$ cat config.mk
export PLATFORM = sky130hd
export DESIGN_NAME = data_bus_demux
export DESIGN_NICKNAME = d
export VERILOG_FILES = /design/src/source/obi_bus_pkg.sv /design/src/source/data_bus_demux.sv
export SDC_FILE = /design/constraint.sdc
export NUM_CORES = 1
export LEC_CHECK = 0
export BUFFER_PORTS_ARGS = -buffer_cell sky130_fd_sc_hd__buf_2
export CAP_MARGIN = 20
export CORE_AREA = 4 4 64 66
export DETAILED_ROUTE_END_ITERATION = 16
export DIE_AREA = 0 0 68 70
export PLACE_DENSITY_LB_ADDON = 0.15
export SETUP_SLACK_MARGIN = 0.4
export SLEW_MARGIN = 10
export SYNTH_ARGS = -nofsm -noshare
export SYNTH_HDL_FRONTEND = slang
export SYNTH_SLANG_ARGS = --single-unit
$ cat constraint.sdc
create_clock -name clk_i -period 1.9 [get_ports clk_i]
set_clock_uncertainty 0.2 [all_clocks]
set_input_delay 0.475 -clock clk_i [delete_from_list [all_inputs] [get_ports clk_i]]
set_output_delay 0.475 -clock clk_i [all_outputs]
set_load 0.01 [all_outputs]
$ cat src/source/obi_bus_pkg.sv
// ----------------------------------------------------------------------
// OBI bus and address map definitions
// Bus widths, memory geometry and the status peripheral registers
// ----------------------------------------------------------------------

`default_nettype none

package obi_bus_pkg;

    localparam int ADDR_W = 32;
    localparam int DATA_W = 32;

    // 256 words of 32 bits, 1 KiB
    localparam int MEM_WORDS = 256;
    localparam int MEM_IDX_W = 8;

    // Everything at or above VP_BASE belongs to the status peripheral
    localparam logic [ADDR_W-1:0] VP_BASE   = 32'h0000_F000;
    localparam logic [ADDR_W-1:0] VP_STDOUT = 32'h0000_F000;
    localparam logic [ADDR_W-1:0] VP_EXIT   = 32'h0000_F004;

endpackage

`default_nettype wire

$ cat src/source/data_bus_demux.sv
// ----------------------------------------------------------------------
// Data bus demux
// Steers the core data OBI to memory or to the status peripheral by
// address and returns the response of the granted target
// ----------------------------------------------------------------------

`default_nettype none

module data_bus_demux (
    input  logic                            clk_i,
    input  logic                            rst_n_i,

    input  logic                            req_i,
    output logic                            gnt_o,
    input  logic [obi_bus_pkg::ADDR_W-1:0]  addr_i,
    input  logic                            we_i,
    input  logic [obi_bus_pkg::DATA_W-1:0]  wdata_i,
    output logic                            rvalid_o,
    output logic [obi_bus_pkg::DATA_W-1:0]  rdata_o,

    output logic                            mem_req_o,
    input  logic                            mem_gnt_i,
    input  logic                            mem_rvalid_i,
    input  logic [obi_bus_pkg::DATA_W-1:0]  mem_rdata_i,

    output logic                            vp_req_o,
    input  logic                            vp_gnt_i,
    input  logic                            vp_rvalid_i,
    input  logic [obi_bus_pkg::DATA_W-1:0]  vp_rdata_i
);

    import obi_bus_pkg::*;

    logic  sel_vp;
    logic  rsp_vp_q;

    // ------------------------------------------------------------------
    // Request path, decoded in the request cycle
    // ------------------------------------------------------------------
    assign sel_vp    = (addr_i >= VP_BASE);
    assign mem_req_o = req_i && !sel_vp;
    assign vp_req_o  = req_i && sel_vp;
    assign gnt_o     = sel_vp ? vp_gnt_i : mem_gnt_i;

    // Remember which target took the transfer
    always_ff @(posedge clk_i) begin
        if (!rst_n_i) begin
            rsp_vp_q <= 1'b0;
        end else if (req_i && gnt_o) begin
            rsp_vp_q <= sel_vp;
        end
    end

    // ------------------------------------------------------------------
    // Response path
    // ------------------------------------------------------------------
    assign rvalid_o = rsp_vp_q ? vp_rvalid_i : mem_rvalid_i;
    assign rdata_o  = rsp_vp_q ? vp_rdata_i : mem_rdata_i;

endmodule

`default_nettype wire

# ---- Word-level counts from Yosys, hierarchy flattened
# Cells that the tools add are included.
dict set report totals {
  regBits 1
  inputBits 136
  out_inout_bits 36
  word_cells 9
}
dict set report op_classes {
  n_lt_le_gt_ge 1
  n_mux 3
  reduce_logical 4
}
# cell n
set op_table {}
lappend op_table {{$ge A32 B16 Y1 const B} 1}
lappend op_table {{$mux W32} 1}
lappend op_table {{$logic_and A1 B1 Y1} 3}
lappend op_table {{$mux W1} 2}
lappend op_table {{$logic_not A1 Y1} 1}

# ---- Longest topological paths before layout
# Gate-level depths: netlist of the first run.
dict set report logic_depth {
  word_depth 3
  mapped_depth 4
}

# ---- Least setup slack after synthesis of the first run
# OpenSTA, ideal clock, no wires.
dict set report synth_timing {
  path_kind {input port to output port}
  start {input port addr_i[30] in the netlist's numbering}
  end {output port gnt_o}
  t_arrival_ps 1358
  setup_slack_ps -133
  path_stages 4
  n_path_buf 0
  path_cell_list {nor4_1 nand3_1 nor2_2 mux2_1}
}
dict set report synth_between {
  elab_chain_len 2
}
# element line_no
set synth_lines {}
lappend synth_lines {{from (decl)} data_bus_demux.sv:15} ;# input logic [obi_bus_pkg::ADDR_W-1:0] addr_i,
lappend synth_lines {{$ge A32 B16 Y1} data_bus_demux.sv:40} ;# assign sel_vp = (addr_i >= VP_BASE);
lappend synth_lines {{$mux W1} data_bus_demux.sv:43} ;# assign gnt_o = sel_vp ? vp_gnt_i : mem_gnt_i;
lappend synth_lines {{to (decl)} data_bus_demux.sv:14} ;# output logic gnt_o,
# No other way between the ends.

# ---- Worst setup path after layout of the first run
dict set report layout_timing {
  start {input port addr_i[26] in the netlist's numbering}
  end {output port gnt_o}
}
# Same word-level chain as after synthesis.

==> results.toml, run 1 <==
[outcome]
status = "finished with violations"
violations = "negative setup slack"

[layout]
regMostFlops = "rsp_vp_q"
post-route-util = 0.536
largest_reg_flops = 1
syn_to_final_growth_pct = 274
num_antenna_cells = 0
drive_above_1_share = 0.951
num-nets-final = 323
post-route-cell-area_mm2 = 0.00192
reg_top3 = "rsp_vp_q (1)"

[power]
switching_share = 0.312
p_seq_frac = 0.043
p_switching_uw = 230
power_leakage_nw = 1.01
power_density_mw_per_mm2 = 385
p_total_uw = 738
clock_power_share = 0
p_comb_frac = 0.957
intPower_uw = 508
ir_drop_v = 0.000130

[route]
drtPass1Iterations = 2
wl_mm = 3.38
drtAntennaViolNets = 0
avgRoutedWirePerCell_um = 14.5
via_per_inst = 4.24
drc = 0
vias = 987
drt_iter0_markers = 23

[critical_path]
r2r_start = "rsp_vp_q"
crit_arrival_ns = 1.54
critPathRequiredTime_ns = 1.22
critical_path_class = "input port to output pin"
reg2reg_to = "rsp_vp_q"
r2r_slack_ns = 0.82
start_kind = "input port"
cp_max_fo = 2
rr_worst_depth = 4
crit_path_end_kind = "output pin"

[grt]
antenna_found_initial = 0
grt_max_degree = 9
grt_pass1_wl_mm = 4.95
grtUsageTotal = 0.132
grt_pass1_vias = 1111
grt_overflow = 0

[synth]
ys_types = 14
yosys.area.top_type_share = 0.724
yosysMostFrequentCell = "mux2_2"
ys_top_cells_by_area = "mux2_2, buf_2, dfxtp_1, nor4_1, nor4_2"
synth_edf_count = 0
syn-num-nets = 190
ys_warn_count = 0
synthFlopType = "dfxtp_1"
ys_seq_area_frac = 0.0390
ys_ff_latch = 1
synth_area_per_cell_um2 = 9.50
syn_area_um2 = 513
ys_async_sr_fraction = 0
syn-instance-count = 54
netlist_top_cells_count = "mux2_2, buf_2, nand2_1, nor4_1, nand3_1"
yosysTopAreaCell = "mux2_2"

[clock_tree]
path_clk_slew_ns = 0
clk_latency_ns = 0
postCtsHoldBufs = 0

[timing]
fmax_mhz = 451
worst_pin_slew_ns = 0.225
grt_setup_unrepaired = "true"
totalNegativeSetupSlack_ns = -0.752
hold_violations = 0
report.final.slew_viol_count = 0
fin_ws_ns = -0.320
fin_crit_sh = 1.17
fin_crit_ns = 2.22
slew_headroom = 0.849
setup_viol = 3

[placement]
port_buffers = 126
gp_congestion = 0.687
pre_cts_ws_ns = -0.417
post-dp-hpwl_mm = 2.64
postPlaceCellArea_mm2 = 0.00136

[die]
pin_count = 172
die_x_um = 68
num_rows = 22
core_mm2 = 0.00358
die_area_mm2 = 0.00476
die_y_um = 70
start_util = 0.143

[hold_path]
whs_path_depth = 3
whs_endpoint = "rsp_vp_q"
holdCritStartpoint = "rsp_vp_q"
hold_path.class = "register to register"

[job]
drv_cap = 0
-- repair_timing --
action / in CTS / in global routing
setup buffers: 4 / 0
pin swaps: 5 / 2
gates cloned: 3 / 0
setup endpoints to repair: 37 / 37
gates resized for setup: 76 / 0
-- placed cells by master (no fill, tap or decap) --
cell / n
a21o_1: 1
and2_1: 1
buf_12: 2
buf_16: 3
buf_2: 63
buf_4: 2
buf_6: 64
buf_8: 1
dfxtp_4: 1
mux2_4: 34
nand2_1: 3
nand3_1: 1
nand3_2: 1
nand4_1: 1
nor2_4: 1
nor2b_1: 1
nor4_2: 2
nor4_4: 2
o21ai_0: 1
-- cells by family (layout without fill, tap and decap cells) --
group           Yosys count  after routing  share of synthesized area
compound gates            2              2                     0.0244
buf+inv                   4            135                     0.0390
flops                     1              1                     0.0390
mux                      34             34                      0.746
simple gates             13             13                      0.151
-- metal layers --
metal  vias to the layer above  wire, um  part of all wire  global-route usage
met5                         -         0                 0                   0
met4                         0        16            0.0047             0.00662
met3                         2       312             0.092             0.00965
met2                        60      2180              0.64               0.318
met1                       454       878              0.26               0.103
li1                        471         -                 -                   -
-- worst max path at each step --
| stage | start | depth (start not counted) | endpoint | slack (ns) |
|---|---|---|---|---|
| 2_1_floorplan | addr_i[19] | 4 | gnt_o | -0.06 |
| 3_3_place_gp | addr_i[30] | 6 | gnt_o | -0.37 |
| 3_5_place_dp | addr_i[30] | 6 | gnt_o | -0.42 |
| 4_1_cts | addr_i[20] | 6 | gnt_o | -0.33 |
| 5_1_grt | addr_i[20] | 6 | gnt_o | -0.38 |
| 6_report | addr_i[26] | 6 | gnt_o | -0.32 |
-- layout make-up --
type                    instances  area (um^2)
flip-flops and latches          1         23.8
fillers                       323         1660
multi-input cells              49          647
well taps                      48         60.1
repair buffers                135         1190
-- worst max-delay path, stage by stage --
cell	delay (ns)
buf_2	0.10
nor4_2	0.28
nand2_1	0.13
nor2_4	0.14
mux2_4	0.31
buf_6	0.12
-- power by group through the flow --
| stage | Combinational [mW] | Sequential [mW] | Clock (mW) |
|---|---|---|---|
| floorplan | 0.286 | 0.0261 | 0 |
| global placement | 0.452 | 0.0299 | 0 |
| detailed placement | 0.463 | 0.0297 | 0 |
| CTS | 0.711 | 0.0311 | 0 |
| global route | 0.747 | 0.0320 | 0 |
| finish | 0.707 | 0.0314 | 0 |
-- through the flow --
| step | hold WS, ns | cells |
|---|---|---|
| 2_1_floorplan | 0.407 | 54 |
| 3_3_place_gp | 0.314 | 226 |
| 3_5_place_dp | 0.324 | 226 |
| 4_1_cts | 0.435 | 233 |
| 5_1_grt | 0.506 | 233 |
| 6_report | 0.450 | 233 |
No activity file was read; power rests on OpenSTA's default activity.
==> run 2, diff against run 1 <==
MAX_ROUTING_LAYER = met4   (was unset)
==> results.toml, run 2 (synthesized netlist as in run 1, its figures left out) <==
[outcome]
status = "finished with violations"
violations = "negative setup slack"

[route]
avgRoutedWirePerCell_um = 14.5
drt_iter0_markers = 23
via_per_inst = 4.24
vias = 988
drc = 0
drtAntennaViolNets = 0
drtPass1Iterations = 2
wl_mm = 3.38

[placement]
gp_congestion = 0.694
postPlaceCellArea_mm2 = 0.00136
post-dp-hpwl_mm = 2.64
pre_cts_ws_ns = -0.417
dp.cells = 226
port_buffers = 126

[die]
die_area_mm2 = 0.00476
die_y_um = 70
start_util = 0.143
num_rows = 22
pin_count = 172
core_mm2 = 0.00358
die_x_um = 68

[grt]
grt_pass1_wl_mm = 4.95
grtUsageTotal = 0.136
grt_overflow = 0
antenna_found_initial = 0
grt_pass1_vias = 1111
grt_max_degree = 9

[timing]
hold_ws_ns = 0.450
report.final.slew_viol_count = 0
fmax_mhz = 451
fin_ws_ns = -0.320
worst_pin_slew_ns = 0.225
fin_crit_sh = 1.17
setup_viol = 3
grt_setup_unrepaired = "true"
fin_crit_ns = 2.22
hold_violations = 0
slew_headroom = 0.849

[layout]
layout_common_cells = "buf_6, buf_2, mux2_4"
reg_top3 = "rsp_vp_q (1)"
syn_to_final_growth_pct = 274
fill_cells = 323
num-nets-final = 323
num_antenna_cells = 0
layoutNonFillerInstCount = 233
drive_above_1_share = 0.951
seq_area_um2 = 23.8
multi_input_area_um2 = 647
regMostFlops = "rsp_vp_q"
post-route-cell-area_mm2 = 0.00192
final_common_cell = "buf_6"
largest_reg_flops = 1

[critical_path]
crit_family = "simple AND/OR/NAND/NOR gates"
crit_path_end_kind = "output pin"
cp_slowest_stage_delay_ns = 0.31
critPathRequiredTime_ns = 1.22
critical_path_class = "input port to output pin"
crit_chain = "buf_2 -> nor4_2 -> nand2_1 -> nor2_4 -> mux2_4 -> buf_6"
cp_max_fo = 2
path_buf_inv = 2
start_kind = "input port"
cpMaxStageDelayCell = "mux2_4"
crit_arrival_ns = 1.54

[power]
intPower_uw = 508
clock_power_share = 0
power_density_mw_per_mm2 = 385
switching_share = 0.312
ir_drop_v = 0.000130
p_total_uw = 738
p_comb_frac = 0.957
p_seq_frac = 0.043
p_switching_uw = 230
power_leakage_nw = 1.01

[clock_tree]
clk_latency_ns = 0
path_clk_slew_ns = 0

[job]
drv_cap = 0

[hold_path]
hold_path.class = "register to register"
[run 2: cell counts in the layout (fill, tap and decap cells not counted)]
Identical to the previous run, type by type.
[run 2: layout make-up]
type	count	area share
well taps	48	0.0313
multi-input cells	49	0.337
flip-flops and latches	1	0.0124
repair buffers	135	0.619
[run 2: what timing repair did]
action,CTS,global route
setup buffers,4,0
pin swaps,5,2
resized for setup,76,0
hold buffers,0,0
setup endpoints to repair,37,37
endpoints found under the hold margin,0,0
cloned,3,0
[run 2: path summary, 6_finish.rpt]
kind	from	cells after the start	endpoint	slack [ns]
max reg2reg	rsp_vp_q	4	rsp_vp_q	0.82
min reg2reg	rsp_vp_q	3	rsp_vp_q	0.45
min	rsp_vp_q	3	rsp_vp_q	0.45
max	addr_i[26]	6	gnt_o	-0.32
[run 2: power by group through the flow]
stage | registers [mW] | clock network, mW | logic, mW
6_report | 0.0314 | 0 | 0.707
5_1_grt | 0.0320 | 0 | 0.747
4_1_cts | 0.0311 | 0 | 0.711
3_5_place_dp | 0.0297 | 0 | 0.463
3_3_place_gp | 0.0299 | 0 | 0.452
2_1_floorplan | 0.0261 | 0 | 0.286
[run 2: worst reg2reg max path, stage by stage (launching register included)]
cell and delay (ns):
dfxtp_4 0.34, buf_4 0.14, a21o_1 0.14, nand2_1 0.05, o21ai_0 0.07
[run 2: per-layer routing]
layer,vias up,track usage,share of wire
met1,455,0.105,0.26
li1,471,-,-
met4,0,0.00662,0.0047
met3,2,0.00643,0.091
met2,60,0.318,0.64
met5,-,-,0
[run 2: per-stage QoR]
step,utilization,TNS [ns]
floorplan,-,-0.0633
global placement,0.380,-0.683
detailed placement,0.380,-0.809
CTS,0.536,-0.779
global route,0.536,-0.980
finish,0.536,-0.753
