$ cat config.mk
export PLATFORM = sky130hd
export DESIGN_NAME = acc_core
export DESIGN_NICKNAME = d
export VERILOG_FILES = /design/src/source/core_isa_pkg.sv /design/src/source/obi_bus_pkg.sv /design/src/source/acc_core.sv
export SDC_FILE = /design/constraint.sdc
export NUM_CORES = 1
export LEC_CHECK = 0
export BUFFER_PORTS_ARGS = -buffer_cell sky130_fd_sc_hd__buf_4
export CORE_ASPECT_RATIO = 0.5
export CORE_MARGIN = 2
export CORE_UTILIZATION = 40
export DETAILED_ROUTE_END_ITERATION = 12
export GPL_ROUTABILITY_DRIVEN = 0
export GPL_TIMING_DRIVEN = 1
export SLEW_MARGIN = 10
export SYNTH_ARGS = -nofsm -noshare
export SYNTH_HDL_FRONTEND = slang
export SYNTH_SLANG_ARGS = --single-unit
$ cat constraint.sdc
create_clock -name clk_i -period 10.4 [get_ports clk_i]
set_clock_uncertainty 0.05 [all_clocks]
set_input_delay 2.6 -clock clk_i [delete_from_list [all_inputs] [get_ports clk_i]]
set_output_delay 2.6 -clock clk_i [all_outputs]
set_load 0.02 [all_outputs]
$ cat src/source/core_isa_pkg.sv
// ----------------------------------------------------------------------
// Accumulator core ISA definitions
// Opcode encoding, instruction field positions and the core FSM states
// ----------------------------------------------------------------------

`default_nettype none

package core_isa_pkg;

    // Instruction layout: opcode on top, immediate or byte address below
    localparam int OPC_MSB = 31;
    localparam int OPC_LSB = 28;
    localparam int IMM_W   = 16;

    typedef enum logic [3:0] {
        OP_NOP  = 4'h0,
        OP_LDI  = 4'h1,
        OP_ADDI = 4'h2,
        OP_LD   = 4'h3,
        OP_ST   = 4'h4,
        OP_ADD  = 4'h5,
        OP_BNZ  = 4'h6,
        OP_HALT = 4'h7
    } opcode_e;

    // Fetch and data phases each take a request and a wait state
    typedef enum logic [2:0] {
        ST_IDLE,
        ST_FETCH,
        ST_FETCH_WAIT,
        ST_EXEC,
        ST_DATA,
        ST_DATA_WAIT,
        ST_HALT
    } core_state_e;

endpackage

`default_nettype wire

$ cat src/source/obi_bus_pkg.sv
// ----------------------------------------------------------------------
// OBI bus and address map definitions
// Bus widths, memory geometry and the status peripheral registers
// ----------------------------------------------------------------------

`default_nettype none

package obi_bus_pkg;

    localparam int ADDR_W = 32;
    localparam int DATA_W = 32;

    // 256 words of 32 bits, 1 KiB
    localparam int MEM_WORDS = 256;
    localparam int MEM_IDX_W = 8;

    // Everything at or above VP_BASE belongs to the status peripheral
    localparam logic [ADDR_W-1:0] VP_BASE   = 32'h0000_F000;
    localparam logic [ADDR_W-1:0] VP_STDOUT = 32'h0000_F000;
    localparam logic [ADDR_W-1:0] VP_EXIT   = 32'h0000_F004;

endpackage

`default_nettype wire

$ cat src/source/acc_core.sv
// ----------------------------------------------------------------------
// Accumulator core
// Fetches from the boot address over the instruction OBI, runs eight
// opcodes against one accumulator and halts on OP_HALT
// ----------------------------------------------------------------------

`default_nettype none

module acc_core (
    input  logic                             clk_i,
    input  logic                             rst_n_i,
    input  logic                             fetch_enable_i,
    input  logic [obi_bus_pkg::ADDR_W-1:0]   boot_addr_i,

    output logic                             instr_req_o,
    input  logic                             instr_gnt_i,
    output logic [obi_bus_pkg::ADDR_W-1:0]   instr_addr_o,
    input  logic                             instr_rvalid_i,
    input  logic [obi_bus_pkg::DATA_W-1:0]   instr_rdata_i,

    output logic                             data_req_o,
    input  logic                             data_gnt_i,
    output logic [obi_bus_pkg::ADDR_W-1:0]   data_addr_o,
    output logic                             data_we_o,
    output logic [obi_bus_pkg::DATA_W-1:0]   data_wdata_o,
    input  logic                             data_rvalid_i,
    input  logic [obi_bus_pkg::DATA_W-1:0]   data_rdata_i,

    output logic                             halted_o
);

    import obi_bus_pkg::*;
    import core_isa_pkg::*;

    core_state_e         state_q;
    logic [ADDR_W-1:0]   pc_q;
    logic [DATA_W-1:0]   acc_q;
    logic [DATA_W-1:0]   ir_q;

    opcode_e             opcode;
    logic [DATA_W-1:0]   imm_data;
    logic [ADDR_W-1:0]   imm_addr;

    assign opcode   = opcode_e'(ir_q[OPC_MSB:OPC_LSB]);
    assign imm_data = {{(DATA_W-IMM_W){1'b0}}, ir_q[IMM_W-1:0]};
    assign imm_addr = {{(ADDR_W-IMM_W){1'b0}}, ir_q[IMM_W-1:0]};

    // ------------------------------------------------------------------
    // Bus outputs, straight from the state
    // ------------------------------------------------------------------
    assign instr_req_o  = (state_q == ST_FETCH);
    assign instr_addr_o = pc_q;

    assign data_req_o   = (state_q == ST_DATA);
    assign data_addr_o  = imm_addr;
    assign data_we_o    = (state_q == ST_DATA) && (opcode == OP_ST);
    assign data_wdata_o = acc_q;

    assign halted_o     = (state_q == ST_HALT);

    // ------------------------------------------------------------------
    // Fetch / execute FSM
    // ------------------------------------------------------------------
    always_ff @(posedge clk_i) begin
        if (!rst_n_i) begin
            state_q <= ST_IDLE;
            pc_q    <= '0;
            acc_q   <= '0;
        end else begin
            case (state_q)
                ST_IDLE: begin
                    if (fetch_enable_i) begin
                        pc_q    <= boot_addr_i;
                        state_q <= ST_FETCH;
                    end
                end
                ST_FETCH: begin
                    if (instr_gnt_i) begin
                        state_q <= ST_FETCH_WAIT;
                    end
                end
                ST_FETCH_WAIT: begin
                    if (instr_rvalid_i) begin
                        state_q <= ST_EXEC;
                    end
                end
                ST_EXEC: begin
                    // Default path is the next sequential fetch
                    state_q <= ST_FETCH;
                    pc_q    <= pc_q + ADDR_W'(4);
                    case (opcode)
                        OP_LDI:  acc_q <= imm_data;
                        OP_ADDI: acc_q <= acc_q + imm_data;
                        OP_LD, OP_ST, OP_ADD: begin
                            state_q <= ST_DATA;
                        end
                        OP_BNZ: begin
                            if (acc_q != '0) begin
                                pc_q <= imm_addr;
                            end
                        end
                        OP_HALT: state_q <= ST_HALT;
                        default: ;
                    endcase
                end
                ST_DATA: begin
                    if (data_gnt_i) begin
                        state_q <= ST_DATA_WAIT;
                    end
                end
                ST_DATA_WAIT: begin
                    if (data_rvalid_i) begin
                        if (opcode == OP_LD) begin
                            acc_q <= data_rdata_i;
                        end else if (opcode == OP_ADD) begin
                            acc_q <= acc_q + data_rdata_i;
                        end
                        state_q <= ST_FETCH;
                    end
                end
                // Halted for good, only reset leaves
                default: state_q <= ST_HALT;
            endcase
        end
    end

    // Instruction register captures the fetched word
    always_ff @(posedge clk_i) begin
        if ((state_q == ST_FETCH_WAIT) && instr_rvalid_i) begin
            ir_q <= instr_rdata_i;
        end
    end

endmodule

`default_nettype wire

---- After elaboration in Yosys (flattened, before gate mapping) ----
Cells that the tools add are included.
storage, ports and cells
  input port bits ......................... 103
  flip-flop bits (word level) ............. 99
  output and inout bits ................... 100
cells by class
  mux-type cells .......................... 16
  add/sub/neg operators ................... 3
  equal/unequal tests ..................... 20
  reduce and logical (&&, ||, !) cells .... 10
operators with widths
  cell                                                                     count
  32-bit 2-to-1 mux                                                        6
  32-bit case mux with 2 select lines                                      3
  32-bit by 16-bit adder with 32-bit output                                1
  32-bit by 3-bit adder with 32-bit output, second input constant          1
  32-bit adder                                                             1
  32-bit nonzero test                                                      1
  3-bit case mux with 6 select lines                                       1
  4-bit by 3-bit == test with 1-bit output, second input constant          4
  3-bit 2-to-1 mux                                                         5
  3-bit == test, second input constant                                     3
  4-bit by 2-bit == test with 1-bit output, second input constant          2
  3-bit by 2-bit == test with 1-bit output, second input constant          2
  2-bit inequality test, second input constant                             3
  3-bit case mux with 2 select lines                                       1
  5-bit AND reduction                                                      1
  4-bit by 1-bit == test with 1-bit output, second input constant          1
  2-bit by 1-bit inequality test with 1-bit output, second input constant  2
  4-bit AND reduction                                                      1
  2-bit nonzero test                                                       2
  3-bit by 1-bit == test with 1-bit output, second input constant          1
  3-bit zero test                                                          1
  3-bit by 1-bit inequality test with 1-bit output, second input constant  1
  3-bit inequality test, second input constant                             1
  3-bit OR reduction                                                       1
  other kinds (2)                                                          3

---- Longest topological paths before layout ----
  word-level depth ........................ 5
  gate-level depth with buffers ........... 12
  depth with buffers taken out ............ 12

---- Least setup slack after synthesis ----
Ideal clock, no wire load.
  path kind ............................... input port to flip-flop
  start ................................... input port instr_rvalid_i
  end ..................................... register ir_q[0] (enable)
  path slack .............................. 5.272 ns
  setup time .............................. 0.449 ns
  stages .................................. 1
  arrival time ............................ 4.629 ns
  cells stage by stage .................... nor4bb_1
on the way
  cells in the longest elaborated chain, start to end .. 1
RTL lines
  element               RTL line         RTL
  from (decl)           acc_core.sv:18   input logic instr_rvalid_i,
  1-bit logical AND     acc_core.sv:129  if ((state_q == ST_FETCH_WAIT) && instr_rvalid_i) begin
  to (signal assigned)  acc_core.sv:130  ir_q <= instr_rdata_i;
  to (decl)             acc_core.sv:38   logic [DATA_W-1:0] ir_q;
No other way between the ends.
A chain may end at the register's enable or synchronous reset.

---- Final worst setup path ----
  start ................................... input port data_rdata_i[0] in the netlist's numbering
  end ..................................... register acc_q[30] (netlist: data_wdata_o[30])
on the way
  cells in the longest elaborated chain, start to end .. 5
RTL lines
  element                              RTL line         RTL
  from (decl)                          acc_core.sv:27   input logic [obi_bus_pkg::DATA_W-1:0] data_rdata_i,
  32-bit adder                         acc_core.sv:116  acc_q <= acc_q + data_rdata_i;
  32-bit 2-to-1 mux                    acc_core.sv:115  end else if (opcode == OP_ADD) begin
  32-bit 2-to-1 mux                    acc_core.sv:113  if (opcode == OP_LD) begin
  32-bit 2-to-1 mux                    acc_core.sv:112  if (data_rvalid_i) begin
  32-bit case mux with 2 select lines  acc_core.sv:70   case (state_q)
  to (signal assigned)                 acc_core.sv:92   OP_LDI: acc_q <= imm_data;
  to (signal assigned)                 acc_core.sv:114  acc_q <= data_rdata_i;
  to (signal assigned)                 acc_core.sv:116
  to (decl)                            acc_core.sv:37   logic [DATA_W-1:0] acc_q;
No other way between the ends. The select of a mux whose other input is x is not followed.

==> flow_summary.ini <==
[cells_and_area]
final_common_cell = buf_4
final_cell_mix = 182 x buf_4, 116 x nand2_1, 84 x nor2_1
final.fill_count = 1842
drive_above_1_share = 0.197
final_nets = 1283
area_growth_pct = 21.0
diodes = 0
post-route-util = 0.500

[synthesis]
yosys.area_share.simple = 0.237
ys_seq_area_frac = 0.253
synth_compound_area_frac = 0.293
yosys_most_used_dff = dfxtp_1
synth_cell_types = 78
synth.cell_area_sq_um = 7690
synthAdderAreaFrac = 0.0833
synth_edf_count = 20
synthXorXnorAreaFrac = 0.0615
synth-async-reset-ratio = 0
synth_top_family_by_area = compound AO/OA/AOI/OAI gates
syn_inst = 1003
muxShareOfSynthArea = 0.00960
synth_seq_cells = 87
yosys_warnings = 0
avgSynthCellArea_sq_um = 7.66

[clock_network]
htreeDepth = 3
post_cts_buffers = 0
cts.clk_slew.worst_paths_ps = 80
clock_latency_ps = 340
cts_resized = 0
clock_sinks = 87
cts_buffers = 9
cts_root_buf = clkbuf_16
hold_buffers = 0
clock_path_buffers = 2
cts_tree = done

[grt]
grt_max_degree = 74
grt-ovfl-total = 0
grt_pass1_vias = 7473
grt_pass1_wl_mm = 40.3
grt_antenna_before_repair = 0
grt_use_total = 0.249

[floorplan]
ios = 203
rows = 35
die_x_microns = 200
core_area_sq_um = 18600
start_util = 0.413
die_area_sq_um = 20400
die_h_microns = 102

[sta]
finalSetupViolations = 0
post-route-period-util = 0.496
grt_setup_unrepaired = false
drv_slew = 0
period_minus_slack_ps = 5160
worst_slew_pin_slew_ps = 1080
layout_setup_ws_ps = 5240
max_freq_mhz = 194
max_slew_margin = 0.282
finalHoldViolations = 0
fin_setup_tns_ps = 0

[critical_path]
crit_end = data_wdata_o[30]$_SDFFE_PN0P_
critPathCaptureType = register
criticalPathCategory = in2reg
start_kind = input port
critPathRequiredTime_ps = 10570
r2r_cells = 9
cp-startpoint = data_rdata_i[0]
reg2reg_to = data_wdata_o[31]$_SDFFE_PN0P_
timing.rr.start = state_q[2]$_SDFFE_PN0P_
rrSetupSlack_ps = 6700
critPathArrivalTime_ps = 5330
cp_max_fo = 5

[place]
port_buffers = 174
hpwl_mm = 19.2
dp_slack_ps = 4920

[routing]
drtIter0Drc = 611
drt_wl_total_mm = 25.5
drc_errors = 0
vias = 7984
first_pass_iters = 5
wl_per_cell_microns = 18.3
viasPerCell = 5.73
drtAntennaViolNets = 0

[pwr]
p_leak_nw = 3.88
p_per_area_nw_per_um2 = 106
ir_drop_v = 0.0000744

[hold_path]
hold_class = reg2reg

[job]
maxCapViolations = 0

[run_status]
status = finished clean
sequential cells by signal (all words and copies together) (netlist names):
register	flops
state_q	3
instr_addr_o	32
data_wdata_o	32
ir_q	20
stage by stage:
step | hold slack (ps) | instances | instance area (sq um) | power [W]
global route | 510 | 1394 | 9300 | 0.00104
finish | 464 | 1394 | 9300 | 0.000988
CTS | 471 | 1394 | 9300 | 0.000991
floorplan | 524 | 1018 | 7740 | 0.000580
detailed placement | 451 | 1378 | 9030 | 0.000682
global placement | 452 | 1378 | 9030 | 0.000678
worst max-delay path: stages:
cell and delay, ps:
buf_4 120, ha_1 220, fa_1 420, a21oi_1 230
o311a_1 200, o21ai_2 120, o211ai_1 210, o211ai_1 200
a221oi_1 500, xor2_1 200, nor3_1 70, o21ai_1 170
a21boi_1 70
area by class of cell:
type,instances,area [sq um],share of cell area
Sequential cell,87,1940,0.209
Multi-Input combinational cell,838,5350,0.575
Clock buffer,10,229,0.0246
Tap cell,259,324,0.0348
Inverter,12,45.0,0.00484
Timing Repair Buffer,182,1370,0.147
Clock inverter,6,43.8,0.00471
power by group:
group / switching, W / internal (W)
logic: 0.000149 / 0.000114
registers: 0.0000423 / 0.000372
clock network: 0.000147 / 0.000164
total: 0.000338 / 0.000650
cells by family after synthesis:
logic type      after synthesis
other cells                   1
xor+xnor                     54
simple gates                374
flops                        87
fa+ha+maj                    50
buf+inv                      93
compound gates              338
mux                           6
worst min-delay path by stage:
stage,startpoint,end,slack (ps),cells past startpoint
after floorplan,data_wdata_o[21]$_SDFFE_PN0P_,data_wdata_o[21]$_SDFFE_PN0P_,520,2
after global placement,instr_addr_o[25]$_SDFFE_PN0P_,instr_addr_o[25]$_SDFFE_PN0P_,450,2
after detailed placement,instr_addr_o[25]$_SDFFE_PN0P_,instr_addr_o[25]$_SDFFE_PN0P_,450,2
after CTS,instr_addr_o[25]$_SDFFE_PN0P_,instr_addr_o[25]$_SDFFE_PN0P_,470,2
after global routing,instr_addr_o[25]$_SDFFE_PN0P_,instr_addr_o[25]$_SDFFE_PN0P_,510,2
final,instr_addr_o[25]$_SDFFE_PN0P_,instr_addr_o[25]$_SDFFE_PN0P_,460,2
cells in the mapped netlist, types with 20 or more instances:
master / n / area, sq um
xnor2_1: 27 / 236
dfxtp_1: 67 / 1340
a211oi_1: 29 / 218
clkbuf_1: 39 / 146
xor2_1: 27 / 236
nand2_1: 116 / 435
a21oi_1: 77 / 385
nand3_1: 45 / 225
o21ai_0: 60 / 300
nor2_1: 84 / 315
o211ai_1: 23 / 173
buf_4: 33 / 248
edfxtp_1: 20 / 601
ha_1: 48 / 601
routing by layer:
metal  vias up  track usage  share of wire
met5         -            0              0
met4         0       0.0387         0.0076
met3        15       0.0426          0.067
met2       275        0.379           0.42
met1      3754        0.374           0.50
li1       3940            -              -
Note: power is estimated with default switching activity, not from simulation.
