===== src/source/obi_bus_pkg.sv =====
// ----------------------------------------------------------------------
// OBI bus and address map definitions
// Bus widths, memory geometry and the status peripheral registers
// ----------------------------------------------------------------------

`default_nettype none

package obi_bus_pkg;

    localparam int ADDR_W = 32;
    localparam int DATA_W = 32;

    // 256 words of 32 bits, 1 KiB
    localparam int MEM_WORDS = 256;
    localparam int MEM_IDX_W = 8;

    // Everything at or above VP_BASE belongs to the status peripheral
    localparam logic [ADDR_W-1:0] VP_BASE   = 32'h0000_F000;
    localparam logic [ADDR_W-1:0] VP_STDOUT = 32'h0000_F000;
    localparam logic [ADDR_W-1:0] VP_EXIT   = 32'h0000_F004;

endpackage

`default_nettype wire


===== src/source/vp_status.sv =====
// ----------------------------------------------------------------------
// Status virtual peripheral
// Stdout register gives a one cycle output pulse, exit register ends
// the run and holds the exit value
// ----------------------------------------------------------------------

`default_nettype none

module vp_status (
    input  logic                            clk_i,
    input  logic                            rst_n_i,

    input  logic                            req_i,
    output logic                            gnt_o,
    input  logic [obi_bus_pkg::ADDR_W-1:0]  addr_i,
    input  logic                            we_i,
    input  logic [obi_bus_pkg::DATA_W-1:0]  wdata_i,
    output logic                            rvalid_o,
    output logic [obi_bus_pkg::DATA_W-1:0]  rdata_o,

    output logic                            out_valid_o,
    output logic [obi_bus_pkg::DATA_W-1:0]  out_data_o,
    output logic                            exit_valid_o,
    output logic [obi_bus_pkg::DATA_W-1:0]  exit_value_o
);

    import obi_bus_pkg::*;

    logic  wr_stdout;
    logic  wr_exit;

    assign wr_stdout = req_i && we_i && (addr_i == VP_STDOUT);
    assign wr_exit   = req_i && we_i && (addr_i == VP_EXIT);

    assign gnt_o   = req_i;
    // Registers are write only
    assign rdata_o = '0;

    always_ff @(posedge clk_i) begin
        if (!rst_n_i) begin
            rvalid_o     <= 1'b0;
            out_valid_o  <= 1'b0;
            exit_valid_o <= 1'b0;
        end else begin
            rvalid_o    <= req_i;
            out_valid_o <= wr_stdout;
            if (wr_exit) begin
                exit_valid_o <= 1'b1;
            end
        end
    end

    always_ff @(posedge clk_i) begin
        if (wr_stdout) begin
            out_data_o <= wdata_i;
        end
        if (wr_exit) begin
            exit_value_o <= wdata_i;
        end
    end

endmodule

`default_nettype wire


===== config.mk =====
export PLATFORM = sky130hd
export DESIGN_NAME = vp_status
export DESIGN_NICKNAME = d
export VERILOG_FILES = /design/src/source/obi_bus_pkg.sv /design/src/source/vp_status.sv
export SDC_FILE = /design/constraint.sdc
export NUM_CORES = 1
export LEC_CHECK = 0
export BUFFER_PORTS_ARGS = -buffer_cell sky130_fd_sc_hd__buf_4
export CORE_AREA = 2 2 66 99
export CTS_CLUSTER_SIZE = 16
export DETAILED_ROUTE_END_ITERATION = 8
export DIE_AREA = 0 0 68 101
export PLACE_DENSITY = 0.78
export SLEW_MARGIN = 0
export SYNTH_ARGS = -nofsm -noshare
export SYNTH_HDL_FRONTEND = slang
export SYNTH_SLANG_ARGS = --single-unit

===== constraint.sdc =====
create_clock -name clk_i -period 6.1 [get_ports clk_i]
set_clock_uncertainty 0.15 [all_clocks]
set_input_delay 0.61 -clock clk_i [delete_from_list [all_inputs] [get_ports clk_i]]
set_output_delay 0.61 -clock clk_i [all_outputs]
set_load 0.005 [all_outputs]

* After elaboration in Yosys (flattened, before gate mapping)
Index checks and enable logic that the tools add are counted.
** Word-level totals
- Output and inout bits :: 100
- Word-level logic and storage cells :: 10
- Input bits :: 68
- Flip-flop bits (word level) :: 67
** Operators by class
- Reduce and logical (&&, ||, !) cells :: 3
- Equality and inequality tests :: 2
** Operator list (number)
- equality test 32 x 16 -> 1 bit, second input constant :: 2
- logical AND 1 bit :: 3

* Logic depth before layout (Yosys ltp)
Gate-level depths: netlist (run 1).
- Depth after elaboration :: 2
- Depth in mapped cells :: 3
- Gate-level depth less buffers :: 3

* Least setup slack after synthesis (run 1)
Ideal clock, no wire load.
- Kind :: input -> register
- Start :: in addr_i[6] (netlist name)
- End :: reg out_data_o[0] (netlist name), enable pin
- Data arrival time :: 4.206 ns
- Path slack :: 1.239 ns
- Stages :: 3
- Data required time :: 5.445 ns
- Library setup time :: 0.505 ns
- Path buffers :: 0
- Path through :: nor4_2 > nand4_2 > nor4_1
** On the way
- Cells in the longest elaborated chain, start to end :: 2
** Ends and longest elaborated chain
- from (decl) :: RTL line vp_status.sv:15 : input logic [obi_bus_pkg::ADDR_W-1:0] addr_i,
- equality test 32 x 16 -> 1 bit :: RTL line vp_status.sv:32 : assign wr_stdout = req_i && we_i && (addr_i == VP_STDOUT);
- logical AND 1 bit :: RTL line vp_status.sv:32
- net wr_stdout :: RTL line vp_status.sv:29 : logic wr_stdout;
- to (signal assigned) :: RTL line vp_status.sv:55 : out_data_o <= wdata_i;
- to (decl) :: RTL line vp_status.sv:22 : output logic [obi_bus_pkg::DATA_W-1:0] out_data_o,
The timed path passes the listed nets, and every way through them passes these cells.
A chain may end at the register's enable or synchronous reset.

* Final worst setup path (run 1)
- Start :: in addr_i[22] (netlist name)
- End :: reg out_data_o[8] (netlist name), enable pin
Same word-level chain as after synthesis.

==> impl_summary.log, run 1 <==
INFO  metric floorplan.initialDensity = 39.6%
INFO  metric run_status = finished clean
INFO  metric dr.first_iter.drc_count = 136
INFO  metric clock_path_buffers = 2
INFO  metric path_clk_slew = 0.06 ns
INFO  metric synthesis.instances = 121
INFO  metric row_count = 35
INFO  metric tritoncts.num_buffers = 9
INFO  metric avgSynthCellArea = 19.8 um2
INFO  metric mappedNetlistArea = 0.00240 mm2
INFO  metric fmaxAchievable = 467 MHz
INFO  metric yosys_register_bits = 67
INFO  metric grt_pass1_vias = 1372
INFO  metric pre_cts_ws = 3.53 ns
INFO  metric timing_hold_violations_final = 0
INFO  metric num-nets-final = 335
INFO  metric crit_family = simple AND/OR/NAND/NOR gates
INFO  metric area_growth = 48.4%
INFO  metric finalWorstPathRequiredPeriod = 2.14 ns
INFO  metric grt_start_max_net_pins = 33
INFO  metric setup_total_negative_slack = 0 ns
INFO  metric synth_top_area_share = 80.2%
INFO  metric track_usage = 13.8%
INFO  metric hold_class = reg2reg
INFO  metric design.core.area = 0.00604 mm2
INFO  metric worstPathArrival = 1.97 ns
INFO  metric tritoncts_num_sinks = 67
INFO  metric num_antenna_cells = 0
INFO  metric drt-wirelength-per-cell = 13.6 um
INFO  metric antenna_left = 0
INFO  metric crit_path_max_incr_delay = 0.42 ns
INFO  metric synth_sequential_area_ratio = 82.7%
INFO  metric design.die.area = 0.00687 mm2
INFO  metric clkLatencyLatePin = 0.32 ns
INFO  metric total_leakage_power = 0.00149 uW
INFO  metric final_layout_size_suffix_gt1_share = 58.7%
INFO  metric cts_resized = 0
INFO  metric cp-end-kind = flop
INFO  metric synth.area.top_cells = edfxtp_1 (80%), buf_4 (10%), dfxtp_1 (2.5%)
INFO  metric rsz0062_at_grt = false
INFO  metric startpoint_type = primary input
INFO  metric drcViolationCount = 0
INFO  metric drt-pass1-iter-count = 4
INFO  metric grt_residual_overflow = 0
INFO  metric timing.critical_path.mode_cell = buf_4
INFO  metric crit_path_cell_trace = buf_4, nor4_1, nand4_1, nor4_2, buf_4
INFO  metric fillers = 486
INFO  metric cp.required = 5.93 ns
INFO  metric cts.root.buffer_cell = clkbuf_8
INFO  metric worstSetupPathType = in2reg
INFO  metric gp_congestion = 0.710
INFO  metric sw_frac_of_total = 19.6%
INFO  metric final_util = 58.8%
INFO  metric cp_max_fo = 32
INFO  metric cts_post_setup_buffers_inserted = 0
INFO  metric postCtsHoldBufs = 0
INFO  metric ys.warnings.count = 0
INFO  metric htreeDepth = 3
INFO  metric synth.largest_area_cell = edfxtp_1
INFO  metric power.sequential.fraction = 60.0%
INFO  metric fp.dieH = 101 um
INFO  metric buffer_ports.inserted = 135
INFO  metric finalCritPeriodShare = 35.1%
INFO  metric yosys.cell_types.count = 17
INFO  metric power_report.internal_total = 674 uW
INFO  metric via_per_inst = 4.29
INFO  metric power_density = 236 mW/mm2
INFO  metric worst_ir_drop_vdd = 94.5 uV
INFO  metric dp.final_hpwl = 3.63 mm
INFO  metric p_comb_share = 5.5%
INFO  metric tritoncts = built
INFO  metric worst_slack = 3.96 ns
INFO  metric cp.buffers_inverters = 2
INFO  metric routed-via-count = 1480
INFO  metric max-cap-violations = 0
INFO  metric antenna_violations_before_repair = 0
INFO  metric p_sw = 165 uW
INFO  metric clkPwrFrac = 34.4%
INFO  metric setup_viol_count_final = 0
INFO  metric crit_slowest_cell = buf_4
INFO  metric die_x = 68 um
INFO  metric io-pin-count = 168
INFO  metric drv_slew = 0
INFO  metric routed_wirelength = 4.70 mm
INFO  metric grt_pass1_wl = 6.49 mm
==> cell usage in the layout, fill, tap and decap left out, types with 2 or more instances in the layout <==
cell type and instances:
clkinvlp_4 2, inv_1 2, nor4_1 3, conb_1 32, buf_4 137, clkbuf_8 9
nor4b_2 2, nor4_2 4, dfxtp_1 3, edfxtp_1 64, clkinv_2 3
==> kinds of logic after synthesis <==
logic type             after synthesis  share of synthesized area [%]
buffers and inverters               35                           10.7
AOI/OAI and AO/OA                    1                          0.313
and+or+nand+nor                     17                           6.16
DFF                                 67                           82.7
other                                1                          0.157
==> stage by stage <==
stage               total power [uW]  area (um2)  hold WS [ns]  instances
floorplan                        536        2510         0.296        152
global placement                 558        3400         0.306        330
detailed placement               560        3400         0.304        330
CTS                              850        3560         0.298        345
global route                     879        3560         0.288        345
finish                           839        3560         0.313        345
==> path summary, 6_finish.rpt <==
check,cells past startpoint,slack (ns),from,end
worst max-delay path,5,3.96,addr_i[22],out_data_o[8]
worst min-delay path,2,0.31,exit_valid_o,exit_valid_o
worst max register to register,2,5.42,exit_valid_o,exit_valid_o
worst min register to register,2,0.31,exit_valid_o,exit_valid_o
==> flip-flops by register name, indices dropped and copies added, names as in the netlist <==
name / cells
out_data_o: 32
exit_valid_o: 1
out_valid_o: 1
rvalid_o: 1
exit_value_o: 32
==> cells in the mapped netlist <==
cell and count:
dfxtp_1 3, buf_4 33, conb_1 1, inv_1 2
and4bb_2 1, nor4_2 2, o31ai_1 1, and4b_1 1
nand4_2 1, nor4_1 5, edfxtp_1 64, or3_1 1
nand2_1 1, nand4_1 1, nor2_1 1, and2_1 1
nor4b_2 2
==> power groups by stage <==
stage / Clock [uW] / Sequential (uW) / Combinational [uW]
floorplan: 0 / 514 / 22.4
global placement: 0 / 513 / 44.7
detailed placement: 0 / 513 / 46.4
CTS: 300 / 503 / 46.4
global route: 325 / 503 / 50.9
finish: 289 / 503 / 46.5
==> cell type report <==
class                      instances  area (um2)  area share (%)
timing repair buffer             137        1030            28.9
multi-input combinational         50         288            8.09
tap                               74        92.6            2.60
sequential                        67        1980            55.7
clock inverter                     6        33.8           0.950
clock buffer                       9         124            3.48
inverter                           2        7.51           0.211
==> worst register-to-register path, delay by kind of cell, from the launching register on <==
| kind | cells | cell delay, ns |
|---|---|---|
| flops | 1 | 0.31 |
| simple gates | 1 | 0.05 |
| compound gates | 1 | 0.05 |
==> metal layers <==
layer  global-route usage (%)  part of all wire [%]  vias up
met5                        0                     0        -
met4                     7.85                   1.4        0
met3                     4.92                    13        6
met2                     26.1                    54      130
met1                     11.5                    31      661
li1                         -                     -      683
(Power assumes the default switching activity.)
==> run 2, diff against run 1 <==
--- a/config.mk
+++ b/config.mk
@@ -6,11 +6,11 @@
 export NUM_CORES = 1
 export LEC_CHECK = 0
 export BUFFER_PORTS_ARGS = -buffer_cell sky130_fd_sc_hd__buf_4
-export CORE_AREA = 2 2 66 99
+export CORE_AREA = 2 2 69 104
 export CTS_CLUSTER_SIZE = 16
 export DETAILED_ROUTE_END_ITERATION = 8
-export DIE_AREA = 0 0 68 101
-export PLACE_DENSITY = 0.78
+export DIE_AREA = 0 0 71 106
+export PLACE_DENSITY = 0.75
 export SLEW_MARGIN = 0
 export SYNTH_ARGS = -nofsm -noshare
 export SYNTH_HDL_FRONTEND = slang
==> constraint.sdc (replaced) <==
create_clock -name clk_i -period 1.83 [get_ports clk_i]
set_clock_uncertainty 0.15 [all_clocks]
set_input_delay 0.183 -clock clk_i [delete_from_list [all_inputs] [get_ports clk_i]]
set_output_delay 0.183 -clock clk_i [all_outputs]
set_load 0.005 [all_outputs]
==> impl_summary.log, run 2 (synthesis results as in run 1) <==
INFO  metric crit_path_max_incr_delay = 0.31 ns (-0.11 ns)
INFO  metric regToRegStartpoint = exit_valid_o
INFO  metric fp.dieH = 106 um (+5.0%)
INFO  metric routed-via-count = 1665 (+13%)
INFO  metric p_comb_share = 6.9% (+1.4 points)
INFO  metric hold-path-endpoint = exit_valid_o
INFO  metric grt_start_max_net_pins = 33 (unchanged)
INFO  metric sw_frac_of_total = 18.3% (-1.3 points)
INFO  metric worst-r2r-setup-slack = 1.15 ns (-4.27 ns)
INFO  metric design.die.area = 0.00753 mm2 (+9.6%)
INFO  metric die_x = 71 um (+4.4%)
INFO  metric drcViolationCount = 0 (unchanged)
INFO  metric hold_depth = 3 (+1)
INFO  metric commonest_cells_after_routing_fill_and_taps_aside = buf_4 (137), edfxtp_1 (64), dlygate4sd3_1 (34)
INFO  metric cts.root.buffer_cell = clkbuf_8
INFO  metric design.core.area = 0.00671 mm2 (+11%)
INFO  metric run_status = finished clean
INFO  metric worst_r2r_path_depth = 2 (unchanged)
INFO  metric cp_max_fo = 32 (unchanged)
INFO  metric clkLatencyLatePin = 0.33 ns (about the same)
INFO  metric floorplan.initialDensity = 35.7% (-4.0 points)
INFO  metric htreeDepth = 3 (unchanged)
INFO  metric power.sequential.fraction = 50.0% (-10 points)
INFO  metric worst_ir_drop_vdd = 330 uV (+250%)
INFO  metric io-pin-count = 168 (unchanged)
INFO  metric row_count = 37 (+5.7%)
INFO  metric power_density = 817 mW/mm2 (+250%)
INFO  metric layout_top_registers = exit_value_o (32), out_data_o (32)
INFO  metric track_usage = 14.5% (+0.70 points)
INFO  metric path_clk_slew = 0.07 ns (about the same)
INFO  metric pre_cts_ws = -0.0132 ns (-3.55 ns)
INFO  metric p_sw = 614 uW (+270%)
INFO  metric drv_slew = 0 (unchanged)
INFO  metric total_leakage_power = 0.00171 uW (+15%)
INFO  metric antenna_violations_before_repair = 0 (unchanged)
INFO  metric finalWorstPathRequiredPeriod = 1.47 ns
INFO  metric timing_hold_violations_final = 0 (unchanged)
INFO  metric tritoncts_num_sinks = 67 (unchanged)
INFO  metric layout_commonest_cell = buf_4
INFO  metric startpoint_type = primary input
INFO  metric cp-end-kind = flop
INFO  metric worstSetupPathType = in2reg
INFO  metric worstPathArrival = 1.35 ns (-0.62 ns)
INFO  metric tritoncts.num_buffers = 9 (unchanged)
INFO  metric finalCritPeriodShare = 80.4%
INFO  metric hold_class = in2reg
INFO  metric antenna_left = 0 (unchanged)
INFO  metric worst_slack = 0.358 ns (-3.60 ns)
INFO  metric buffer_ports.inserted = 135 (unchanged)
INFO  metric cts_post_setup_buffers_inserted = 0 (unchanged)
INFO  metric max-cap-violations = 0 (unchanged)
INFO  metric final_layout_size_suffix_gt1_share = 53.6% (-5.1 points)
INFO  metric grt_pass1_wl = 8.04 mm (+24%)
INFO  metric rsz0062_at_grt = false
INFO  metric worstSetupStartpoint = addr_i[5]
INFO  metric power_report.internal_total = 2740 uW (+310%)
INFO  metric hold_path.startpoint = addr_i[3]
INFO  metric gp_congestion = 0.678 (-4.5%)
INFO  metric via_per_inst = 4.31 (+0.55%)
INFO  metric tritoncts = built
INFO  metric num_antenna_cells = 0 (unchanged)
INFO  metric setup_viol_count_final = 0 (unchanged)
INFO  metric area_growth = 71.3%
INFO  metric fmaxAchievable = 680 MHz
INFO  metric regToRegEndpoint = exit_valid_o
INFO  metric clkPwrFrac = 43.1% (+8.7 points)
INFO  metric grt_residual_overflow = 0 (unchanged)
INFO  metric crit_slowest_cell = nor4_4
INFO  metric dr.first_iter.drc_count = 193 (+42%)
INFO  metric num-nets-final = 371 (+11%)
INFO  metric routed_wirelength = 5.46 mm (+16%)
INFO  metric timing.critical_path.mode_cell = nor4_4
INFO  metric crit_path_cell_trace = buf_4, nor4_4, nand4_2, nor4_4, buf_12
INFO  metric timing.hold.ws = 0.0279 ns (-0.285 ns)
INFO  metric drt-wirelength-per-cell = 14.1 um (+3.7%)
INFO  metric clock_path_buffers = 2 (unchanged)
INFO  metric cp.required = 1.71 ns (-4.22 ns)
INFO  metric drt-pass1-iter-count = 4 (unchanged)
INFO  metric grt_pass1_vias = 1683 (+23%)
run 2: repair_timing:
action                    in CTS  in global routing
hold endpoints to repair      67                  0
hold buffers                  34                  0
gates resized for setup        0                  0
run 2: worst max path at each step:
stage,end,slack (ns),cells after the start
floorplan,exit_value_o[0],-0.56,3
global placement,out_data_o[25],0.02,5
detailed placement,exit_value_o[28],-0.01,5
CTS,exit_value_o[5],0.35,5
global route,exit_value_o[22],0.28,5
finish,exit_value_o[22],0.36,5
run 2: worst max-delay path: cells and delay by family:
kind                   cells  cell delay [ns]
AND/OR/NAND/NOR            3             0.79
buffers and inverters      2             0.37
run 2: routing by layer:
metal  vias up  part of all wire, %  global-route usage [%]  wire (um)
met5         -                    0                       0          0
met4         0                  2.0                    6.60        108
met3         7                   11                    5.21        594
met2       127                   54                    26.7       2970
met1       771                   33                    14.1       1780
li1        760                    -                       -          -
run 2: final cells by class:
| type | instances | area, um2 |
|---|---|---|
| Tap cell | 78 | 97.6 |
| Clock inverter | 6 | 113 |
| Multi-Input combinational cell | 50 | 368 |
| Fill cell | 498 | 2610 |
| Timing Repair Buffer | 173 | 1410 |
| Clock buffer | 10 | 128 |
| Inverter | 2 | 7.51 |
| Sequential cell | 67 | 1980 |
run 2: through the flow:
stage          total power, uW  instances  instance area, um2  util [%]  setup TNS [ns]
3_3_place_gp              1880        336                3520      52.5               0
3_5_place_dp              1880        336                3520      52.5          -0.435
2_1_floorplan             1790        152                2610         -          -35.78
5_1_grt                   3470        386                4100      61.1               0
4_1_cts                   3390        386                4100      61.1               0
6_report                  3350        386                4100      61.1               0
run 2: power groups by stage:
stage | sequential, uW | clock, uW | combinational (uW)
2_1_floorplan | 1710 | 0 | 79.8
3_3_place_gp | 1710 | 0 | 166
3_5_place_dp | 1710 | 0 | 172
4_1_cts | 1680 | 1480 | 232
5_1_grt | 1680 | 1550 | 249
6_report | 1680 | 1440 | 231
==> run 3, diff against run 2 <==
==> constraint.sdc (replaced) <==
create_clock -name clk_i -period 1.2 [get_ports clk_i]
set_clock_uncertainty 0.15 [all_clocks]
set_input_delay 0.12 -clock clk_i [delete_from_list [all_inputs] [get_ports clk_i]]
set_output_delay 0.12 -clock clk_i [all_outputs]
set_load 0.005 [all_outputs]
==> impl_summary.log, run 3 (synthesis results as in run 1) <==
INFO  metric totalPowerFinal = 4930 uW (+47%)
INFO  metric grt_start_max_net_pins = 33 (unchanged)
INFO  metric tritoncts = built
INFO  metric area_growth = 75.4%
INFO  metric drv_slew = 0 (unchanged)
INFO  metric run_status = finished with violations
INFO  metric routed_wirelength = 5.89 mm (+8.0%)
INFO  metric clkPwrFrac = 40.6% (-2.5 points)
INFO  metric pre_cts_ws = -0.594 ns (-0.581 ns)
INFO  metric drt-pass1-iter-count = 4 (unchanged)
INFO  metric rsz0062_at_grt = true
INFO  metric hold_class = in2reg
INFO  metric layout_top_registers = exit_value_o (32), out_data_o (32)
INFO  metric grt_pass1_wl = 8.32 mm (+3.5%)
INFO  metric cp-end-kind = flop
INFO  metric commonest_cells_after_routing_fill_and_taps_aside = buf_4 (131), edfxtp_1 (64), dlygate4sd3_1 (34)
INFO  metric startpoint_type = primary input
INFO  metric via_per_inst = 4.30 (-0.29%)
INFO  metric cp.required = 1.10 ns (-0.61 ns)
INFO  metric design.core.area = 0.00671 mm2 (unchanged)
INFO  metric path_clk_slew = 0.07 ns (about the same)
INFO  metric track_usage = 15.0% (+0.51 points)
INFO  metric final_layout_size_suffix_gt1_share = 54.5% (+0.89 points)
INFO  metric tritoncts.num_buffers = 9 (unchanged)
INFO  metric drcViolationCount = 0 (unchanged)
INFO  metric io-pin-count = 168 (unchanged)
INFO  metric power_report.internal_total = 3960 uW (+45%)
INFO  metric max-cap-violations = 0 (unchanged)
INFO  metric grt_pass1_vias = 1676 (-0.42%)
INFO  metric htreeDepth = 3 (unchanged)
INFO  metric drt-wirelength-per-cell = 15.0 um (+6.3%)
INFO  metric finalWorstPathRequiredPeriod = 1.39 ns
INFO  metric row_count = 37 (unchanged)
INFO  metric cts.root.buffer_cell = clkbuf_8
INFO  metric timing_hold_violations_final = 0 (unchanged)
INFO  metric num-nets-final = 377 (+1.6%)
INFO  metric antenna_violations_before_repair = 0 (unchanged)
INFO  metric clkLatencyLatePin = 0.33 ns (about the same)
INFO  metric grt_residual_overflow = 0 (unchanged)
INFO  metric die_x = 71 um (unchanged)
INFO  metric layout_commonest_cell = buf_4
INFO  metric tritoncts_num_sinks = 67 (unchanged)
INFO  metric sw_frac_of_total = 19.6% (+1.2 points)
INFO  metric clock_path_buffers = 2 (unchanged)
INFO  metric gp_congestion = 0.661 (-2.6%)
INFO  metric worstSetupPathType = in2reg
INFO  metric total_leakage_power = 0.00176 uW (+3.1%)
INFO  metric p_comb_share = 7.5% (+0.6 points)
INFO  metric worst_ir_drop_vdd = 618 uV (+87%)
INFO  metric design.die.area = 0.00753 mm2 (unchanged)
INFO  metric power.sequential.fraction = 51.9% (+1.9 points)
INFO  metric dr.first_iter.drc_count = 139 (-28%)
INFO  metric p_sw = 964 uW (+57%)
INFO  metric cp_max_fo = 16 (-50%)
INFO  metric fmaxAchievable = 719 MHz
INFO  metric fp.dieH = 106 um (unchanged)
INFO  metric routed-via-count = 1686 (+1.3%)
INFO  metric antenna_left = 0 (unchanged)
INFO  metric violated_checks = negative setup slack
INFO  metric worstPathArrival = 1.29 ns (-0.06 ns)
INFO  metric worst_slack = -0.190 ns (-0.548 ns)
INFO  metric setup_viol_count_final = 64 (+64)
INFO  metric num_antenna_cells = 0 (unchanged)
INFO  metric finalCritPeriodShare = 116%
INFO  metric floorplan.initialDensity = 35.7% (unchanged)
INFO  metric power_density = 1170 mW/mm2 (+44%)
INFO  metric buffer_ports.inserted = 135 (unchanged)
run 3: repair_timing:
item / CTS / global route
cloned: 0 / 2
hold endpoints to repair: 67 / 0
hold buffers: 35 / 0
resized for setup: 5 / 8
setup buffers: 0 / 2
endpoints found under the setup margin: 64 / 66
pin swaps: 0 / 2
run 3: power by group through the flow:
| stage | Sequential (uW) | Combinational, uW | Clock, uW |
|---|---|---|---|
| after floorplan | 2610 | 122 | 0 |
| after global placement | 2610 | 259 | 0 |
| after detailed placement | 2610 | 269 | 0 |
| after CTS | 2560 | 367 | 2030 |
| after global routing | 2560 | 397 | 2120 |
| final | 2560 | 370 | 2000 |
run 3: worst paths after layout:
check	slack [ns]	startpoint	to	cells past startpoint
worst max-delay path	-0.19	addr_i[5]	exit_value_o[22]	6
worst min-delay path	0.009	rst_n_i	rvalid_o	2
worst max register to register	0.50	exit_valid_o	exit_valid_o	2
worst min register to register	0.34	exit_valid_o	exit_valid_o	2
run 3: area by class of cell:
| class | count | area (um2) |
|---|---|---|
| fillers | 494 | 2510 |
| clock inverters | 7 | 91.3 |
| clock buffers | 9 | 124 |
| multi-input cells | 50 | 382 |
| flip-flops and latches | 67 | 1980 |
| repair buffers | 179 | 1520 |
| well taps | 78 | 97.6 |
| inverters | 2 | 7.51 |
run 3: through the flow:
stage	util [%]	hold slack, ns	std cells	TNS (ns)	cell area (um2)
6_report	62.6	0.00948	392	-11.11	4200
3_3_place_gp	52.7	0.156	338	-35.05	3540
5_1_grt	62.6	0.00509	392	-13.10	4200
3_5_place_dp	52.7	0.158	338	-38.17	3540
4_1_cts	61.5	0.0383	389	-11.18	4130
2_1_floorplan	-	0.0689	152	-72.07	2610
run 3: worst max-delay path, cell delays in order:
cell     delay [ns]
buf_6          0.10
nor4_4         0.32
nand4_4        0.17
nor4_4         0.25
buf_6          0.17
buf_12         0.16
run 3: per-layer routing:
| layer | wire length, um | global-route usage, % | vias to the layer above | share of wire (%) |
|---|---|---|---|---|
| li1 | - | - | 774 | - |
| met1 | 1950 | 15.1 | 780 | 33 |
| met2 | 3300 | 27.0 | 124 | 56 |
| met3 | 553 | 5.88 | 8 | 9.4 |
| met4 | 88 | 6.47 | 0 | 1.5 |
| met5 | 0 | 0 | - | 0 |
